$ cat src/lsu_config.svh
`ifndef LSU_CONFIG_SVH
`define LSU_CONFIG_SVH

// data and address width
`define LSU_DATA_W 32

// local sram region, word organized
`define SRAM_BASE  32'h8000_0000
`define SRAM_WORDS 256

// timer region: offset 0 mtime low, offset 4 mtime high
`define CLINT_BASE 32'h0200_0000
`define CLINT_END  32'h0200_FFFF

`endif

$ cat src/axi_pkg.sv
`default_nettype none

`include "lsu_config.svh"

package axi_pkg;

    typedef logic [`LSU_DATA_W-1:0]   addr_t;
    typedef logic [`LSU_DATA_W-1:0]   data_t;
    typedef logic [`LSU_DATA_W/8-1:0] strb_t; // one bit per byte lane

    typedef enum logic [1:0] {
        RESP_OKAY   = 2'b00,
        RESP_DECERR = 2'b11
    } resp_e;

endpackage

`default_nettype wire

$ cat src/mem_bus_if.sv
`timescale 1ns/1ps
`default_nettype none

interface mem_bus_if;
    import axi_pkg::*;

    logic  arvalid; // read address
    addr_t araddr;
    logic  arready;

    logic  rvalid;  // read data
    data_t rdata;
    resp_e rresp;
    logic  rready;

    logic  awvalid; // write address
    addr_t awaddr;
    logic  awready;

    logic  wvalid;  // write data
    data_t wdata;
    strb_t wstrb;
    logic  wready;

    logic  bvalid;  // write response
    resp_e bresp;
    logic  bready;

    modport master (
        output arvalid, araddr, rready,
        output awvalid, awaddr, wvalid, wdata, wstrb, bready,
        input  arready, rvalid, rdata, rresp,
        input  awready, wready, bvalid, bresp
    );

    modport slave (
        input  arvalid, araddr, rready,
        input  awvalid, awaddr, wvalid, wdata, wstrb, bready,
        output arready, rvalid, rdata, rresp,
        output awready, wready, bvalid, bresp
    );

endinterface

`default_nettype wire

$ cat src/clint.sv
`timescale 1ns/1ps
`default_nettype none

`include "lsu_config.svh"

module clint (
    input  logic     clk,
    input  logic     rst,
    mem_bus_if.slave bus
);
    import axi_pkg::*;

    logic [2*`LSU_DATA_W-1:0] mtime;
    logic                     rvalid_q;

    assign bus.arready = ~rvalid_q;
    assign bus.rvalid  = rvalid_q;
    assign bus.rresp   = RESP_OKAY;

    // read only, the router answers writes itself
    assign bus.awready = 1'b0;
    assign bus.wready  = 1'b0;
    assign bus.bvalid  = 1'b0;
    assign bus.bresp   = RESP_OKAY;

    always_ff @(posedge clk) begin
        if (rst) begin
            mtime    <= '0;
            rvalid_q <= 1'b0;
        end else begin
            mtime <= mtime + 1'b1; // free running
            if (rvalid_q && bus.rready)
                rvalid_q <= 1'b0;
            if (bus.arvalid && bus.arready)
                rvalid_q <= 1'b1;
        end
    end

    always_ff @(posedge clk) begin
        if (bus.arvalid && bus.arready)
            bus.rdata <= bus.araddr[2] ? mtime[2*`LSU_DATA_W-1:`LSU_DATA_W]
                                       : mtime[`LSU_DATA_W-1:0];
    end

endmodule

`default_nettype wire

$ cat src/flat_wrapper.sv
// flat-port wrapper written by rule: the top's interface ports become plain ports
module clint_flat import axi_pkg::*;
  (clk, rst, bus_arvalid, bus_araddr, bus_rready, bus_awvalid, bus_awaddr, bus_wvalid, bus_wdata, bus_wstrb, bus_bready, bus_arready, bus_rvalid, bus_rdata, bus_rresp, bus_awready, bus_wready, bus_bvalid, bus_bresp);
  mem_bus_if bus_i ();
  input  logic clk;
  input  logic rst;
  input wire logic [$bits(bus_i.arvalid)-1:0] bus_arvalid;
  input wire logic [$bits(bus_i.araddr)-1:0] bus_araddr;
  input wire logic [$bits(bus_i.rready)-1:0] bus_rready;
  input wire logic [$bits(bus_i.awvalid)-1:0] bus_awvalid;
  input wire logic [$bits(bus_i.awaddr)-1:0] bus_awaddr;
  input wire logic [$bits(bus_i.wvalid)-1:0] bus_wvalid;
  input wire logic [$bits(bus_i.wdata)-1:0] bus_wdata;
  input wire logic [$bits(bus_i.wstrb)-1:0] bus_wstrb;
  input wire logic [$bits(bus_i.bready)-1:0] bus_bready;
  output wire logic [$bits(bus_i.arready)-1:0] bus_arready;
  output wire logic [$bits(bus_i.rvalid)-1:0] bus_rvalid;
  output wire logic [$bits(bus_i.rdata)-1:0] bus_rdata;
  output wire logic [$bits(bus_i.rresp)-1:0] bus_rresp;
  output wire logic [$bits(bus_i.awready)-1:0] bus_awready;
  output wire logic [$bits(bus_i.wready)-1:0] bus_wready;
  output wire logic [$bits(bus_i.bvalid)-1:0] bus_bvalid;
  output wire logic [$bits(bus_i.bresp)-1:0] bus_bresp;
  assign bus_i.arvalid = bus_arvalid;
  assign bus_i.araddr = bus_araddr;
  assign bus_i.rready = bus_rready;
  assign bus_i.awvalid = bus_awvalid;
  assign bus_i.awaddr = bus_awaddr;
  assign bus_i.wvalid = bus_wvalid;
  assign bus_i.wdata = bus_wdata;
  assign bus_i.wstrb = bus_wstrb;
  assign bus_i.bready = bus_bready;
  assign bus_arready = bus_i.arready;
  assign bus_rvalid = bus_i.rvalid;
  assign bus_rdata = bus_i.rdata;
  assign bus_rresp = bus_i.rresp;
  assign bus_awready = bus_i.awready;
  assign bus_wready = bus_i.wready;
  assign bus_bvalid = bus_i.bvalid;
  assign bus_bresp = bus_i.bresp;
  clint u_core (.clk(clk), .rst(rst), .bus(bus_i));
endmodule
$ cat config.mk
export PLATFORM = sky130hd
export DESIGN_NAME = clint_flat
export DESIGN_NICKNAME = d
export VERILOG_FILES = /design/src/axi_pkg.sv /design/src/mem_bus_if.sv /design/src/clint.sv /design/src/flat_wrapper.sv
export VERILOG_INCLUDE_DIRS = /design/src
export SDC_FILE = /design/constraint.sdc
export NUM_CORES = 1
export LEC_CHECK = 0
export ABC_AREA = 1
export CAP_MARGIN = 10
export CORE_MARGIN = 2
export CORE_UTILIZATION = 64
export CTS_CLUSTER_DIAMETER = 150
export DETAILED_ROUTE_END_ITERATION = 8
export DONT_BUFFER_PORTS = 1
export PLACE_DENSITY_LB_ADDON = 0.25
export SKIP_LAST_GASP = 1
export SLEW_MARGIN = 0
export SYNTH_ARGS = -nofsm -noshare
export SYNTH_HDL_FRONTEND = slang
export SYNTH_SLANG_ARGS = --single-unit
$ cat constraint.sdc
create_clock -name clk -period 1.69 [get_ports clk]
set_input_delay 0.169 -clock clk [delete_from_list [all_inputs] [get_ports clk]]
set_output_delay 0.169 -clock clk [all_outputs]
set_load 0.02 [all_outputs]
Word-level counts from Yosys, hierarchy flattened

Index checks and enable logic that the tools add are counted.

Input bits: 107
Logic and storage cells: 11
Memory bits (read-only): 0
Memories kept: 0
Output and inout bits: 41
Latch bits: 0
Memory bits (writable): 0
Register bits: 97

Bitwise gates (word level): 1
Equal/unequal tests: 0
Shift operators: 0
$add $sub $neg: 1
$mul: 0
Reduce and logical (&&, ||, !) cells: 3
Multiplexer cells: 3
Magnitude comparators: 0
Div/mod/pow operators: 0

Operator list:

| cell                  | count |
|---|---|
| $add 64x1->64 const B | 1 |
| $mux 32               | 1 |
| $logic_and 1x1->1     | 2 |
| $mux 1                | 2 |
| $reduce_bool 2->1     | 1 |
| $not 1->1             | 1 |

Longest topological paths before layout

Depth after elaboration: 3
Depth in mapped cells: 11

Least setup slack after synthesis

OpenSTA, ideal clock, no wires.

Kind: reg-to-reg
Start: register u_core.rvalid_q, in the netlist u_core.bus.rvalid
End: register u_core.bus.rdata[0] (enable)
Required time: 1.303 ns
Path buffers: 0
Library setup time: 0.387 ns
Arrival: 1.287 ns
Setup slack: 0.016 ns
Stages on the path, launching flop included: 4
Cell sequence: dfxtp_1 > inv_1 > nand2_1 > inv_1

Cells in the longest elaborated chain, start to end: 2

Ends and longest elaborated chain:

| element                | line               | RTL |
|---|---|---|
| from (decl)            | clint.sv:14        | `logic rvalid_q;` |
| from (signal assigned) | clint.sv:29        | `rvalid_q <= 1'b0;` |
| from (signal assigned) | clint.sv:33        | `rvalid_q <= 1'b0;` |
| from (signal assigned) | clint.sv:35        | `rvalid_q <= 1'b1;` |
| $not 1->1              | clint.sv:16        | `assign bus.arready = ~rvalid_q;` |
| via bus_arready        | flat_wrapper.sv:16 | `output wire logic [$bits(bus_i.arready)-1:0] bus_arready;` |
| $logic_and 1x1->1      | clint.sv:40        | `if (bus.arvalid && bus.arready)` |
| to (signal assigned)   | clint.sv:41        | `` bus.rdata <= bus.araddr[2] ? mtime[2*`LSU_DATA_W-1:`LSU_DATA_W] `` |
| to (decl)              | mem_bus_if.sv:39   | `output arready, rvalid, rdata, rresp,` |

The timed path passes the listed nets, and every way through them passes these cells.
A chain may end at the register's enable or synchronous reset.

Worst setup path in the final report

Start: register u_core.mtime[14]
End: register u_core.mtime[35]

Cells in the longest elaborated chain, start to end: 1

Ends and longest elaborated chain:

| element                | line        | RTL |
|---|---|---|
| from (decl)            | clint.sv:13 | `` logic [2*`LSU_DATA_W-1:0] mtime; `` |
| from (signal assigned) | clint.sv:31 | `mtime <= mtime + 1'b1;` |
| $add 64x1->64          | clint.sv:31 |  |

No other way between the ends.

==> flow_summary.ini <==
[run_status]
status = finished, final reports clean

[floorplanning]
initial_core_util_pct = 66.7
ios = 148
die_area_sq_mm = 0.00887
die_x_um = 94.2
die_h_um = 94.2
core_area_sq_mm = 0.00781
rows = 32

[final_layout]
final_nets = 902
final_util_pct = 75.2
n_fill_cell = 601
areaGrowthSynthToFinish_pct = 12.8
drive_gt1_share_pct = 15.6
num_antenna_cells = 0

[critical_path]
endpoint_kind = flop
regToRegStartpoint = u_core.mtime[14]
cp.required_ns = 1.97
r2r_end = u_core.mtime[35]
reg2reg_slack_ns = 0.007
path_class = flop to flop
crit_fanout = 7
startpoint_type = flop
critPathArrivalTime_ns = 1.96
startpoint = u_core.mtime[14]
worst-r2r-cell-count = 9

[sta]
period_needed_ns = 1.68
hold_violations = 0
final.setup_skew_ns = 0.0180
rsz0062_at_grt = yes
worst_pin_slew_ns = 0.581
finalCritPeriodShare_pct = 99.6
drv_slew = 0
finalSetupViolations = 0
fin_tns_setup_ns = 0
relSlewSlack_pct = 61.3
clock.fmax_ghz = 0.594

[clocking]
clock_sinks = 97
clk_path_buf_depth = 2
cts_root_buffer = clkbuf_8
cts_made_buffers = 9
clk_pin_slew_ns = 0.11
cts_tree = done
worstSkewPairLatency_ns = 0.37
h-tree-depth = 3

[yosys]
ys_seq_area_share_pct = 43.5
synth_area_per_cell_sq_um = 6.79
synth_area_leaders = dfxtp_1 25%, edfxtp_1 18%, nand2_1 16%, nor2_1 11%, inv_1 7.1%
synth_cells = 767
syn-cell-area_sq_mm = 0.00521
synth_top_cell_by_area = dfxtp_1
synth_cell_types = 29
synth_commonest_cells = 222 x nand2_1, 148 x nor2_1, 98 x inv_1
yosysMostFrequentCell = nand2_1
yosysWarnings = 0
ys_ff_latch = 97
synth_top_area_share_pct = 25.0
async_reset_ff_share_pct = 0
synth_edf_count = 32
synthFlopType = dfxtp_1

[power]
power.density_mw_per_mm2 = 771
p_leak_nw = 2.30
irDropWorstVdd_uv = 512

[grt]
track_usage_pct = 35.5
overflow = 0
grt_pass1_wl_mm = 23.8
grt_max_degree = 62
grt_pass1_vias = 4750
grt_antenna_before_repair = 0

[min_path]
hold_start = bus_araddr[2]
hold_path_end = u_core.bus.rdata[3]
hold_path.class = input port to flop
hold_depth = 2

[route]
first_pass_iters = 5
vias_per_cell = 5.71
final_antenna_net_count = 0
wire_per_inst_um = 17.1
vias = 5142
drcViolationCount = 0
wl_mm = 15.4
drt_iter0_markers = 344

[place]
portBuffers = 0
routabilityCongestion = 0.929
hpwlAfterDp_mm = 11.1

[run]
max_cap_viol_count = 0
==> area by class of cell <==
type	count	area [sq um]	area share, %
multi-input cells	554	2610	44.5
flip-flops and latches	97	2280	38.8
inverters	101	379	6.46
repair buffers	31	238	4.05
clock buffers	10	128	2.17
well taps	102	128	2.17
clock inverters	6	113	1.92
==> worst max-delay path by stage <==
stage / end / slack, ns
detailed placement: u_core.mtime[54] / -0.0009
global route: u_core.mtime[51] / -0.07
floorplan: u_core.bus.rdata[0] / 0.02
global placement: u_core.mtime[54] / 0.06
CTS: u_core.mtime[46] / 0.003
finish: u_core.mtime[35] / 0.007
==> registers in the layout, summed over array words and instances (netlist names) <==
| register | count |
|---|---|
| u_core.bus.rdata | 32 |
| u_core.bus.rvalid | 1 |
| u_core.mtime | 64 |
==> stage by stage <==
step	area, sq um	worst slack, ns	hold slack [ns]	power (mW)	instances
2_1_floorplan	5230	0.0158	0.391	2.71	773
3_5_place_dp	5450	-0.000885	0.239	2.72	880
4_1_cts	5710	0.00302	0.000131	4.50	897
3_3_place_gp	5450	0.0614	0.238	2.71	880
5_1_grt	5870	-0.0707	0.00846	4.63	901
6_report	5870	0.00720	0.0131	4.53	901
==> cells by family (layout without fill, tap and decap cells) <==
group,count (synthesis),after routing,share of synthesized area (%)
flip-flops,97,97,43.5
AO/OA/AOI/OAI,91,91,8.96
buffers and inverters,122,148,9.32
multiplexers,3,3,0.649
adder cells (fa/ha/maj),1,1,0.240
other,1,7,0.0720
AND/OR/NAND/NOR,452,452,37.3
==> cells in the final DEF, fill, tap and decap left out <==
cell type / count
nand3_4: 1
a21oi_1: 36
dfxtp_1: 54
clkbuf_1: 1
inv_1: 98
clkbuf_8: 9
o21ai_1: 1
o21ai_0: 51
nor2_4: 12
ha_4: 1
nand2_1: 215
bufinv_16: 3
inv_6: 2
inv_2: 3
nor2_8: 2
nand3_1: 22
nor2b_1: 2
nor3_1: 8
nor2_1: 131
o21a_1: 1
o21bai_2: 1
conb_1: 7
buf_4: 29
edfxtp_1: 32
nand2_4: 5
nand3_2: 3
nand2_2: 14
dfxtp_2: 11
dlygate4sd3_1: 2
o21bai_1: 1
clkinv_2: 1
nand4_1: 12
mux2_2: 3
nor2_2: 25
==> metal layers <==
metal | up-vias | share of wire [%] | track usage [%]
met3 | 44 | 10 | 5.14
met4 | 0 | 3.3 | 15.1
met5 | - | 0 | 0
met2 | 311 | 47 | 57.7
li1 | 2436 | - | -
met1 | 2351 | 40 | 47.1
==> critical path: stages (launching register included) <==
cell and delay, ns:
dfxtp_1 0.44, nand2_1 0.12, nor2_1 0.17, nand2_1 0.17, nor2_8 0.18, nand2_2 0.15
nor2_1 0.19, nand2_1 0.07, nand2_1 0.06, nor2_1 0.05
==> where the power goes <==
part	switching (mW)	internal (mW)
Clock	0.851	0.993
Sequential	0.0770	2.46
Combinational	0.104	0.0431
==> timing repair <==
item	CTS	global route
pin swaps	0	8
setup buffers	0	3
hold buffers	1	1
hold endpoints to repair	9	1
resized for setup	3	45
endpoints found under the setup margin	3	33
Note: power is estimated with default switching activity, not from simulation.
