[src/lsu_config.svh]
`ifndef LSU_CONFIG_SVH
`define LSU_CONFIG_SVH

// data and address width
`define LSU_DATA_W 32

// local sram region, word organized
`define SRAM_BASE  32'h8000_0000
`define SRAM_WORDS 256

// timer region: offset 0 mtime low, offset 4 mtime high
`define CLINT_BASE 32'h0200_0000
`define CLINT_END  32'h0200_FFFF

`endif

[src/axi_pkg.sv]
`default_nettype none

`include "lsu_config.svh"

package axi_pkg;

    typedef logic [`LSU_DATA_W-1:0]   addr_t;
    typedef logic [`LSU_DATA_W-1:0]   data_t;
    typedef logic [`LSU_DATA_W/8-1:0] strb_t; // one bit per byte lane

    typedef enum logic [1:0] {
        RESP_OKAY   = 2'b00,
        RESP_DECERR = 2'b11
    } resp_e;

endpackage

`default_nettype wire

[src/mem_bus_if.sv]
`timescale 1ns/1ps
`default_nettype none

interface mem_bus_if;
    import axi_pkg::*;

    logic  arvalid; // read address
    addr_t araddr;
    logic  arready;

    logic  rvalid;  // read data
    data_t rdata;
    resp_e rresp;
    logic  rready;

    logic  awvalid; // write address
    addr_t awaddr;
    logic  awready;

    logic  wvalid;  // write data
    data_t wdata;
    strb_t wstrb;
    logic  wready;

    logic  bvalid;  // write response
    resp_e bresp;
    logic  bready;

    modport master (
        output arvalid, araddr, rready,
        output awvalid, awaddr, wvalid, wdata, wstrb, bready,
        input  arready, rvalid, rdata, rresp,
        input  awready, wready, bvalid, bresp
    );

    modport slave (
        input  arvalid, araddr, rready,
        input  awvalid, awaddr, wvalid, wdata, wstrb, bready,
        output arready, rvalid, rdata, rresp,
        output awready, wready, bvalid, bresp
    );

endinterface

`default_nettype wire

[src/addr_router.sv]
`timescale 1ns/1ps
`default_nettype none

`include "lsu_config.svh"

module addr_router (
    input  logic      clk,
    input  logic      rst,
    mem_bus_if.slave  up,
    mem_bus_if.master sram_port,
    mem_bus_if.master clint_port
);
    import axi_pkg::*;

    logic rd_sram;
    logic rd_clint;
    logic wr_sram;
    logic rerr_q; // pending decerr on r
    logic werr_q; // pending decerr on b

    // the lsu holds its address until the response, so decode stays valid
    assign rd_sram  = (up.araddr >= `SRAM_BASE) && (up.araddr < `SRAM_BASE + 4 * `SRAM_WORDS);
    assign rd_clint = (up.araddr >= `CLINT_BASE) && (up.araddr <= `CLINT_END);
    assign wr_sram  = (up.awaddr >= `SRAM_BASE) && (up.awaddr < `SRAM_BASE + 4 * `SRAM_WORDS);

    assign sram_port.arvalid  = up.arvalid & rd_sram;
    assign sram_port.araddr   = up.araddr;
    assign sram_port.rready   = up.rready & rd_sram;
    assign clint_port.arvalid = up.arvalid & rd_clint;
    assign clint_port.araddr  = up.araddr;
    assign clint_port.rready  = up.rready & rd_clint;

    assign up.arready = rd_sram ? sram_port.arready : rd_clint ? clint_port.arready : ~rerr_q;
    assign up.rvalid  = rd_sram ? sram_port.rvalid  : rd_clint ? clint_port.rvalid  : rerr_q;
    assign up.rdata   = rd_sram ? sram_port.rdata   : rd_clint ? clint_port.rdata   : '0;
    assign up.rresp   = rd_sram ? sram_port.rresp   : rd_clint ? clint_port.rresp   : RESP_DECERR;

    // writes go to sram only, timer writes fall into the error path
    assign sram_port.awvalid = up.awvalid & wr_sram;
    assign sram_port.awaddr  = up.awaddr;
    assign sram_port.wvalid  = up.wvalid & wr_sram;
    assign sram_port.wdata   = up.wdata;
    assign sram_port.wstrb   = up.wstrb;
    assign sram_port.bready  = up.bready & wr_sram;

    assign clint_port.awvalid = 1'b0;
    assign clint_port.awaddr  = '0;
    assign clint_port.wvalid  = 1'b0;
    assign clint_port.wdata   = '0;
    assign clint_port.wstrb   = '0;
    assign clint_port.bready  = 1'b0;

    assign up.awready = wr_sram ? sram_port.awready : ~werr_q;
    assign up.wready  = wr_sram ? sram_port.wready  : ~werr_q;
    assign up.bvalid  = wr_sram ? sram_port.bvalid  : werr_q;
    assign up.bresp   = wr_sram ? sram_port.bresp   : RESP_DECERR;

    always_ff @(posedge clk) begin
        if (rst) begin
            rerr_q <= 1'b0;
            werr_q <= 1'b0;
        end else begin
            if (rerr_q && up.rready)
                rerr_q <= 1'b0;
            if (up.arvalid && up.arready && !rd_sram && !rd_clint)
                rerr_q <= 1'b1;
            if (werr_q && up.bready)
                werr_q <= 1'b0;
            if (up.awvalid && up.awready && !wr_sram)
                werr_q <= 1'b1;
        end
    end

endmodule

`default_nettype wire

[src/flat_wrapper.sv]
// flat-port wrapper written by rule: the top's interface ports become plain ports
module addr_router_flat import axi_pkg::*;
  (clk, rst, up_arvalid, up_araddr, up_rready, up_awvalid, up_awaddr, up_wvalid, up_wdata, up_wstrb, up_bready, up_arready, up_rvalid, up_rdata, up_rresp, up_awready, up_wready, up_bvalid, up_bresp, sram_port_arvalid, sram_port_araddr, sram_port_rready, sram_port_awvalid, sram_port_awaddr, sram_port_wvalid, sram_port_wdata, sram_port_wstrb, sram_port_bready, sram_port_arready, sram_port_rvalid, sram_port_rdata, sram_port_rresp, sram_port_awready, sram_port_wready, sram_port_bvalid, sram_port_bresp, clint_port_arvalid, clint_port_araddr, clint_port_rready, clint_port_awvalid, clint_port_awaddr, clint_port_wvalid, clint_port_wdata, clint_port_wstrb, clint_port_bready, clint_port_arready, clint_port_rvalid, clint_port_rdata, clint_port_rresp, clint_port_awready, clint_port_wready, clint_port_bvalid, clint_port_bresp);
  mem_bus_if up_i ();
  mem_bus_if sram_port_i ();
  mem_bus_if clint_port_i ();
  input  logic clk;
  input  logic rst;
  input wire logic [$bits(up_i.arvalid)-1:0] up_arvalid;
  input wire logic [$bits(up_i.araddr)-1:0] up_araddr;
  input wire logic [$bits(up_i.rready)-1:0] up_rready;
  input wire logic [$bits(up_i.awvalid)-1:0] up_awvalid;
  input wire logic [$bits(up_i.awaddr)-1:0] up_awaddr;
  input wire logic [$bits(up_i.wvalid)-1:0] up_wvalid;
  input wire logic [$bits(up_i.wdata)-1:0] up_wdata;
  input wire logic [$bits(up_i.wstrb)-1:0] up_wstrb;
  input wire logic [$bits(up_i.bready)-1:0] up_bready;
  output wire logic [$bits(up_i.arready)-1:0] up_arready;
  output wire logic [$bits(up_i.rvalid)-1:0] up_rvalid;
  output wire logic [$bits(up_i.rdata)-1:0] up_rdata;
  output wire logic [$bits(up_i.rresp)-1:0] up_rresp;
  output wire logic [$bits(up_i.awready)-1:0] up_awready;
  output wire logic [$bits(up_i.wready)-1:0] up_wready;
  output wire logic [$bits(up_i.bvalid)-1:0] up_bvalid;
  output wire logic [$bits(up_i.bresp)-1:0] up_bresp;
  output wire logic [$bits(sram_port_i.arvalid)-1:0] sram_port_arvalid;
  output wire logic [$bits(sram_port_i.araddr)-1:0] sram_port_araddr;
  output wire logic [$bits(sram_port_i.rready)-1:0] sram_port_rready;
  output wire logic [$bits(sram_port_i.awvalid)-1:0] sram_port_awvalid;
  output wire logic [$bits(sram_port_i.awaddr)-1:0] sram_port_awaddr;
  output wire logic [$bits(sram_port_i.wvalid)-1:0] sram_port_wvalid;
  output wire logic [$bits(sram_port_i.wdata)-1:0] sram_port_wdata;
  output wire logic [$bits(sram_port_i.wstrb)-1:0] sram_port_wstrb;
  output wire logic [$bits(sram_port_i.bready)-1:0] sram_port_bready;
  input wire logic [$bits(sram_port_i.arready)-1:0] sram_port_arready;
  input wire logic [$bits(sram_port_i.rvalid)-1:0] sram_port_rvalid;
  input wire logic [$bits(sram_port_i.rdata)-1:0] sram_port_rdata;
  input wire logic [$bits(sram_port_i.rresp)-1:0] sram_port_rresp;
  input wire logic [$bits(sram_port_i.awready)-1:0] sram_port_awready;
  input wire logic [$bits(sram_port_i.wready)-1:0] sram_port_wready;
  input wire logic [$bits(sram_port_i.bvalid)-1:0] sram_port_bvalid;
  input wire logic [$bits(sram_port_i.bresp)-1:0] sram_port_bresp;
  output wire logic [$bits(clint_port_i.arvalid)-1:0] clint_port_arvalid;
  output wire logic [$bits(clint_port_i.araddr)-1:0] clint_port_araddr;
  output wire logic [$bits(clint_port_i.rready)-1:0] clint_port_rready;
  output wire logic [$bits(clint_port_i.awvalid)-1:0] clint_port_awvalid;
  output wire logic [$bits(clint_port_i.awaddr)-1:0] clint_port_awaddr;
  output wire logic [$bits(clint_port_i.wvalid)-1:0] clint_port_wvalid;
  output wire logic [$bits(clint_port_i.wdata)-1:0] clint_port_wdata;
  output wire logic [$bits(clint_port_i.wstrb)-1:0] clint_port_wstrb;
  output wire logic [$bits(clint_port_i.bready)-1:0] clint_port_bready;
  input wire logic [$bits(clint_port_i.arready)-1:0] clint_port_arready;
  input wire logic [$bits(clint_port_i.rvalid)-1:0] clint_port_rvalid;
  input wire logic [$bits(clint_port_i.rdata)-1:0] clint_port_rdata;
  input wire logic [$bits(clint_port_i.rresp)-1:0] clint_port_rresp;
  input wire logic [$bits(clint_port_i.awready)-1:0] clint_port_awready;
  input wire logic [$bits(clint_port_i.wready)-1:0] clint_port_wready;
  input wire logic [$bits(clint_port_i.bvalid)-1:0] clint_port_bvalid;
  input wire logic [$bits(clint_port_i.bresp)-1:0] clint_port_bresp;
  assign up_i.arvalid = up_arvalid;
  assign up_i.araddr = up_araddr;
  assign up_i.rready = up_rready;
  assign up_i.awvalid = up_awvalid;
  assign up_i.awaddr = up_awaddr;
  assign up_i.wvalid = up_wvalid;
  assign up_i.wdata = up_wdata;
  assign up_i.wstrb = up_wstrb;
  assign up_i.bready = up_bready;
  assign up_arready = up_i.arready;
  assign up_rvalid = up_i.rvalid;
  assign up_rdata = up_i.rdata;
  assign up_rresp = up_i.rresp;
  assign up_awready = up_i.awready;
  assign up_wready = up_i.wready;
  assign up_bvalid = up_i.bvalid;
  assign up_bresp = up_i.bresp;
  assign sram_port_arvalid = sram_port_i.arvalid;
  assign sram_port_araddr = sram_port_i.araddr;
  assign sram_port_rready = sram_port_i.rready;
  assign sram_port_awvalid = sram_port_i.awvalid;
  assign sram_port_awaddr = sram_port_i.awaddr;
  assign sram_port_wvalid = sram_port_i.wvalid;
  assign sram_port_wdata = sram_port_i.wdata;
  assign sram_port_wstrb = sram_port_i.wstrb;
  assign sram_port_bready = sram_port_i.bready;
  assign sram_port_i.arready = sram_port_arready;
  assign sram_port_i.rvalid = sram_port_rvalid;
  assign sram_port_i.rdata = sram_port_rdata;
  assign sram_port_i.rresp = sram_port_rresp;
  assign sram_port_i.awready = sram_port_awready;
  assign sram_port_i.wready = sram_port_wready;
  assign sram_port_i.bvalid = sram_port_bvalid;
  assign sram_port_i.bresp = sram_port_bresp;
  assign clint_port_arvalid = clint_port_i.arvalid;
  assign clint_port_araddr = clint_port_i.araddr;
  assign clint_port_rready = clint_port_i.rready;
  assign clint_port_awvalid = clint_port_i.awvalid;
  assign clint_port_awaddr = clint_port_i.awaddr;
  assign clint_port_wvalid = clint_port_i.wvalid;
  assign clint_port_wdata = clint_port_i.wdata;
  assign clint_port_wstrb = clint_port_i.wstrb;
  assign clint_port_bready = clint_port_i.bready;
  assign clint_port_i.arready = clint_port_arready;
  assign clint_port_i.rvalid = clint_port_rvalid;
  assign clint_port_i.rdata = clint_port_rdata;
  assign clint_port_i.rresp = clint_port_rresp;
  assign clint_port_i.awready = clint_port_awready;
  assign clint_port_i.wready = clint_port_wready;
  assign clint_port_i.bvalid = clint_port_bvalid;
  assign clint_port_i.bresp = clint_port_bresp;
  addr_router u_core (.clk(clk), .rst(rst), .up(up_i), .sram_port(sram_port_i), .clint_port(clint_port_i));
endmodule
[config.mk]
export PLATFORM = sky130hd
export DESIGN_NAME = addr_router_flat
export DESIGN_NICKNAME = d
export VERILOG_FILES = /design/src/axi_pkg.sv /design/src/mem_bus_if.sv /design/src/addr_router.sv /design/src/flat_wrapper.sv
export VERILOG_INCLUDE_DIRS = /design/src
export SDC_FILE = /design/constraint.sdc
export NUM_CORES = 1
export LEC_CHECK = 0
export BUFFER_PORTS_ARGS = -buffer_cell sky130_fd_sc_hd__clkbuf_2
export CAP_MARGIN = 20
export CORE_AREA = 2 2 173 175
export CTS_CLUSTER_DIAMETER = 200
export DETAILED_ROUTE_END_ITERATION = 12
export DIE_AREA = 0 0 175 177
export PLACE_DENSITY = 0.31
export SLEW_MARGIN = 20
export SYNTH_ARGS = -nofsm -noshare
export SYNTH_HDL_FRONTEND = slang
export SYNTH_SLANG_ARGS = --single-unit
[constraint.sdc]
create_clock -name clk -period 2.7 [get_ports clk]
set_input_delay 0.54 -clock clk [delete_from_list [all_inputs] [get_ports clk]]
set_output_delay 0.54 -clock clk [all_outputs]
set_load 0.005 [all_outputs]
Yosys cells after proc, flatten, opt, wreduce, memory -nomap -nowiden

Cells that the tools add are included.

Multiplexer cells: 16
Bitwise logic cells: 9
$lt $le $gt $ge: 6
Reductions and logical operators: 15

Operators with widths:

| cell                   | count |
|---|---|
| $ge A32 B32 Y1 const B | 2 |
| $lt A32 B32 Y1 const B | 2 |
| $mux W32               | 2 |
| $ge A32 B26 Y1 const B | 1 |
| $le A32 B26 Y1 const B | 1 |
| $mux W1                | 11 |
| $logic_and A1 B1 Y1    | 10 |
| $and A1 B1 Y1          | 7 |
| $mux W2                | 3 |
| $reduce_bool A2 Y1     | 2 |
| $logic_not A1 Y1       | 3 |
| $not A1 Y1             | 2 |

Output and inout port bits: 251
Input port bits: 189
Register bits after elaboration: 2

Logic depth before layout (Yosys ltp)

Depth after elaboration: 8
Mapped depth: 5
Mapped depth without buffers: 4

Worst setup path after synthesis

OpenSTA, ideal clock, no wires.

Path type: input -> output
Start point: input up_awaddr[17]
End point: output up_awready
Required time: 2.160 ns
Arrival time: 1.812 ns
Cell stages on the path: 3
Path slack: 0.348 ns
Cells stage by stage: or4_4 -> nor4_4 -> mux2_2

Longest elaborated chain between the ends: 3
Elaborated cells between the ends (all ways): 4

Ends and longest elaborated chain:

| what                                                              | line               | RTL |
|---|---|---|
| start, declared                                                   | flat_wrapper.sv:13 | `input wire logic [$bits(up_i.awaddr)-1:0] up_awaddr;` |
| $ge A32 B32 Y1 (no source line) or $lt A32 B32 Y1 (tied branches) | n/a                |  |
| $logic_and A1 B1 Y1 (*)                                           | addr_router.sv:24  | `` assign wr_sram = (up.awaddr >= `SRAM_BASE) && (up.awaddr < `SRAM_BASE + 4 * `SRAM_WORDS); `` |
| $mux W1 (*)                                                       | addr_router.sv:53  | `assign up.awready = wr_sram ? sram_port.awready : ~werr_q;` |
| end, declared                                                     | flat_wrapper.sv:22 | `output wire logic [$bits(up_i.awready)-1:0] up_awready;` |

Mark *: on every way between the ends. The rest lies on a longest branch, timed or not.

Worst setup path after layout

Start point: input up_araddr[22]
End point: output up_rdata[25]

Longest elaborated chain between the ends: 4
Elaborated cells between the ends (all ways): 8

Ends and longest elaborated chain:

| what                                                              | line               | RTL |
|---|---|---|
| start, declared                                                   | flat_wrapper.sv:10 | `input wire logic [$bits(up_i.araddr)-1:0] up_araddr;` |
| $ge A32 B26 Y1 (no source line) or $le A32 B26 Y1 (tied branches) | n/a                |  |
| $logic_and A1 B1 Y1                                               | addr_router.sv:23  | `` assign rd_clint = (up.araddr >= `CLINT_BASE) && (up.araddr <= `CLINT_END); `` |
| $mux W32                                                          | addr_router.sv:35  | `assign up.rdata = rd_sram ? sram_port.rdata : rd_clint ? clint_port.rdata : '0;` |
| $mux W32 (*)                                                      | addr_router.sv:35  |  |
| end, declared                                                     | flat_wrapper.sv:20 | `output wire logic [$bits(up_i.rdata)-1:0] up_rdata;` |

Marks and branches as above.

==> reports/metrics.cfg <==
[synthesis]
ys_ff_latch = 2
synth_xor_area_share_pct = 0
yosysTopAreaCell = buf_4
syn_area_sq_mm = 0.00228
syn_avg_cell_area_sq_um = 7.69
synthDistinctLibCells = 32
synth_compound_area_share_pct = 14.6
synth_warnings = 0
syn_inst = 296
yosysTopAreaCellShare_pct = 67.9
ys_async_sr_fraction_pct = 0
synth_area_leaders = buf_4, a22o_1, dfxtp_1
synthSimpleGateAreaFrac_pct = 12.1
yosysSeqAreaShare_pct = 1.76
synth_mux_area_share_pct = 1.48
synth_adder_area_share_pct = 0
synth_top_family_by_area = buffers and inverters
ys.flop_type = dfxtp_1
synth_edf_count = 0

[drt]
drtAntennaViolNets = 0
wl_microns = 9500
drtPass1Iterations = 4
drc = 0
drtIter0Drc = 34
vias_per_cell = 2.57
vias = 2080
post_drt_wl_per_cell_microns = 11.7

[timing]
setup_viol = 0
final.setup.tns_ns = 0
fmax_mhz = 387
hold_ws_ns = 0.488
fin_crit_sh_pct = 95.6
finalClockSkew_ns = 0
hold_viol = 0
timing.final.max_slew_violations = 0
final.min_clock_period_ns = 2.58

[die]
die-area_sq_mm = 0.0310
die_y_microns = 177
die_w_microns = 175
placement_rows = 63
top_level_ports = 440
core_area_sq_mm = 0.0292
start_util_pct = 7.79

[layout]
seq_area_sq_um = 40.0
fin_nets = 611
multiInputGateArea_sq_mm = 0.00101
final_cell_mix = clkbuf_2, conb_1, a22o_1
n_fill_cell = 3445
stdcell_count = 810
layout_commonest_cell = clkbuf_2
syn2layout_area_growth_pct = 34.0
drive_above_1_share_pct = 67.4
diodes = 0
post-route-util_pct = 10.4

[place]
hpwl_microns = 8050
placed_cells = 802
io_buffers = 241
gp_congestion = 0.674

[power_and_ir_drop]
finalPower_w = 0.000500
p_leak_nw = 1.64
p_per_area_mw_per_mm2 = 164
irDropWorstVdd_v = 0.000125

[worst_setup_path]
crit_fanout = 8
required_ns = 2.16
r2r-start = u_core.rerr_q
critical_path_class = primary input to output port
rrSetupSlack_ns = 1.95
end_kind = output port
worst_ep_arrival_time_ns = 2.04
start_kind = primary input
r2r-end = u_core.rerr_q
rr_worst_depth = 1

[global_routing]
grt_pass1_wl_microns = 11400
grt_max_degree = 33
antenna_found_initial = 0
overflow = 0
grt_use_total_pct = 4.90
grt_pass1_vias = 1826

[status]
status = finished, final reports clean

[flow_run]
maxCapViolCount = 0

[clock_network]
cts_tree = done
cts_root_buffer = clkbuf_16
clk_latency_ns = 0.22
cts_num_sinks = 2
holdBufCountCts = 0
clockBufferDepth = 2
cts_inserted_buffers = 3
htreeDepth = 1
path_clk_slew_ns = 0.03

[worst_hold_path]
hold_start = u_core.rerr_q
min_path_type = flip-flop to flip-flop
whs_path_depth = 2
worstHoldEndpoint = u_core.rerr_q

cell usage after synthesis (2+ instances only):
cell and number:
dfxtp_1 2, nor4_1 6, nor4b_1 2, and2_2 3, and3_1 2, buf_6 3, or2b_1 2, o22ai_1 2
inv_1 3, mux2_2 3, nor3_1 6, nand2_1 2, a22o_1 32, nor2_4 2, nor2_1 4, buf_4 206
sequential cells by signal (all words and copies together) (netlist names):
register       flops
u_core.rerr_q      1
u_core.werr_q      1
critical path, stage by stage:
cell,delay [ns]
buf_2,0.14
nor4_4,0.30
buf_4,0.18
nand4_4,0.15
nor2_4,0.15
buf_12,0.14
buf_12,0.13
a22o_1,0.18
clkbuf_2,0.13
worst max path at each step:
stage | from | to | slack [ns] | cells after the start
global route | up_araddr[19] | up_rdata[9] | -0.0007 | 9
global placement | up_araddr[27] | up_rdata[14] | -0.19 | 8
detailed placement | up_araddr[27] | up_rdata[14] | -0.21 | 8
floorplan | up_awaddr[17] | up_awready | 0.35 | 3
CTS | up_araddr[16] | up_rdata[14] | 0.004 | 8
finish | up_araddr[22] | up_rdata[25] | 0.12 | 9
cell families (layout without fill, tap and decap cells):
logic type             after synthesis  after routing
muxes                                3              3
and+or+nand+nor                     39             39
buffers and inverters              212            266
AOI/OAI and AO/OA                   39             39
DFF                                  2              2
other                                1             71
routing by layer:
| metal | wire length, microns | track usage, % | vias up | part of all wire [%] |
|---|---|---|---|---|
| li1 | - | - | 980 | - |
| met1 | 4190 | 6.58 | 933 | 44 |
| met2 | 4330 | 7.38 | 145 | 46 |
| met3 | 849 | 1.78 | 22 | 8.9 |
| met4 | 134 | 1.28 | 0 | 1.4 |
| met5 | 0 | 0 | - | 0 |
cell type report:
cell class	count	area share [%]
Clock buffer	3	2.46
Timing Repair Buffer	260	46.7
Multi-Input combinational cell	152	33.1
Sequential cell	2	1.31
Tap cell	390	16.0
Inverter	3	0.369
metrics by stage:
| step | instance area [sq um] | setup WS (ns) |
|---|---|---|
| 2_1_floorplan | 2540 | 0.348 |
| 3_3_place_gp | 2780 | -0.187 |
| 3_5_place_dp | 2780 | -0.211 |
| 4_1_cts | 2880 | 0.00359 |
| 5_1_grt | 3050 | -0.000713 |
| 6_report | 3050 | 0.119 |
report_power, final:
part	switching [W]	internal, W
Combinational	0.000125	0.000120
Sequential	0.00000191	0.0000324
Clock	0.0000324	0.000188
repair_timing:
action | 4_1_cts | 5_1_grt
gates resized for setup | 3 | 12
setup endpoints to repair | 37 | 20
cloned | 0 | 3
pin swaps | 0 | 7
hold endpoints to repair | 0 | 0
setup buffers | 0 | 2
Power figures use the tool's default switching activity.
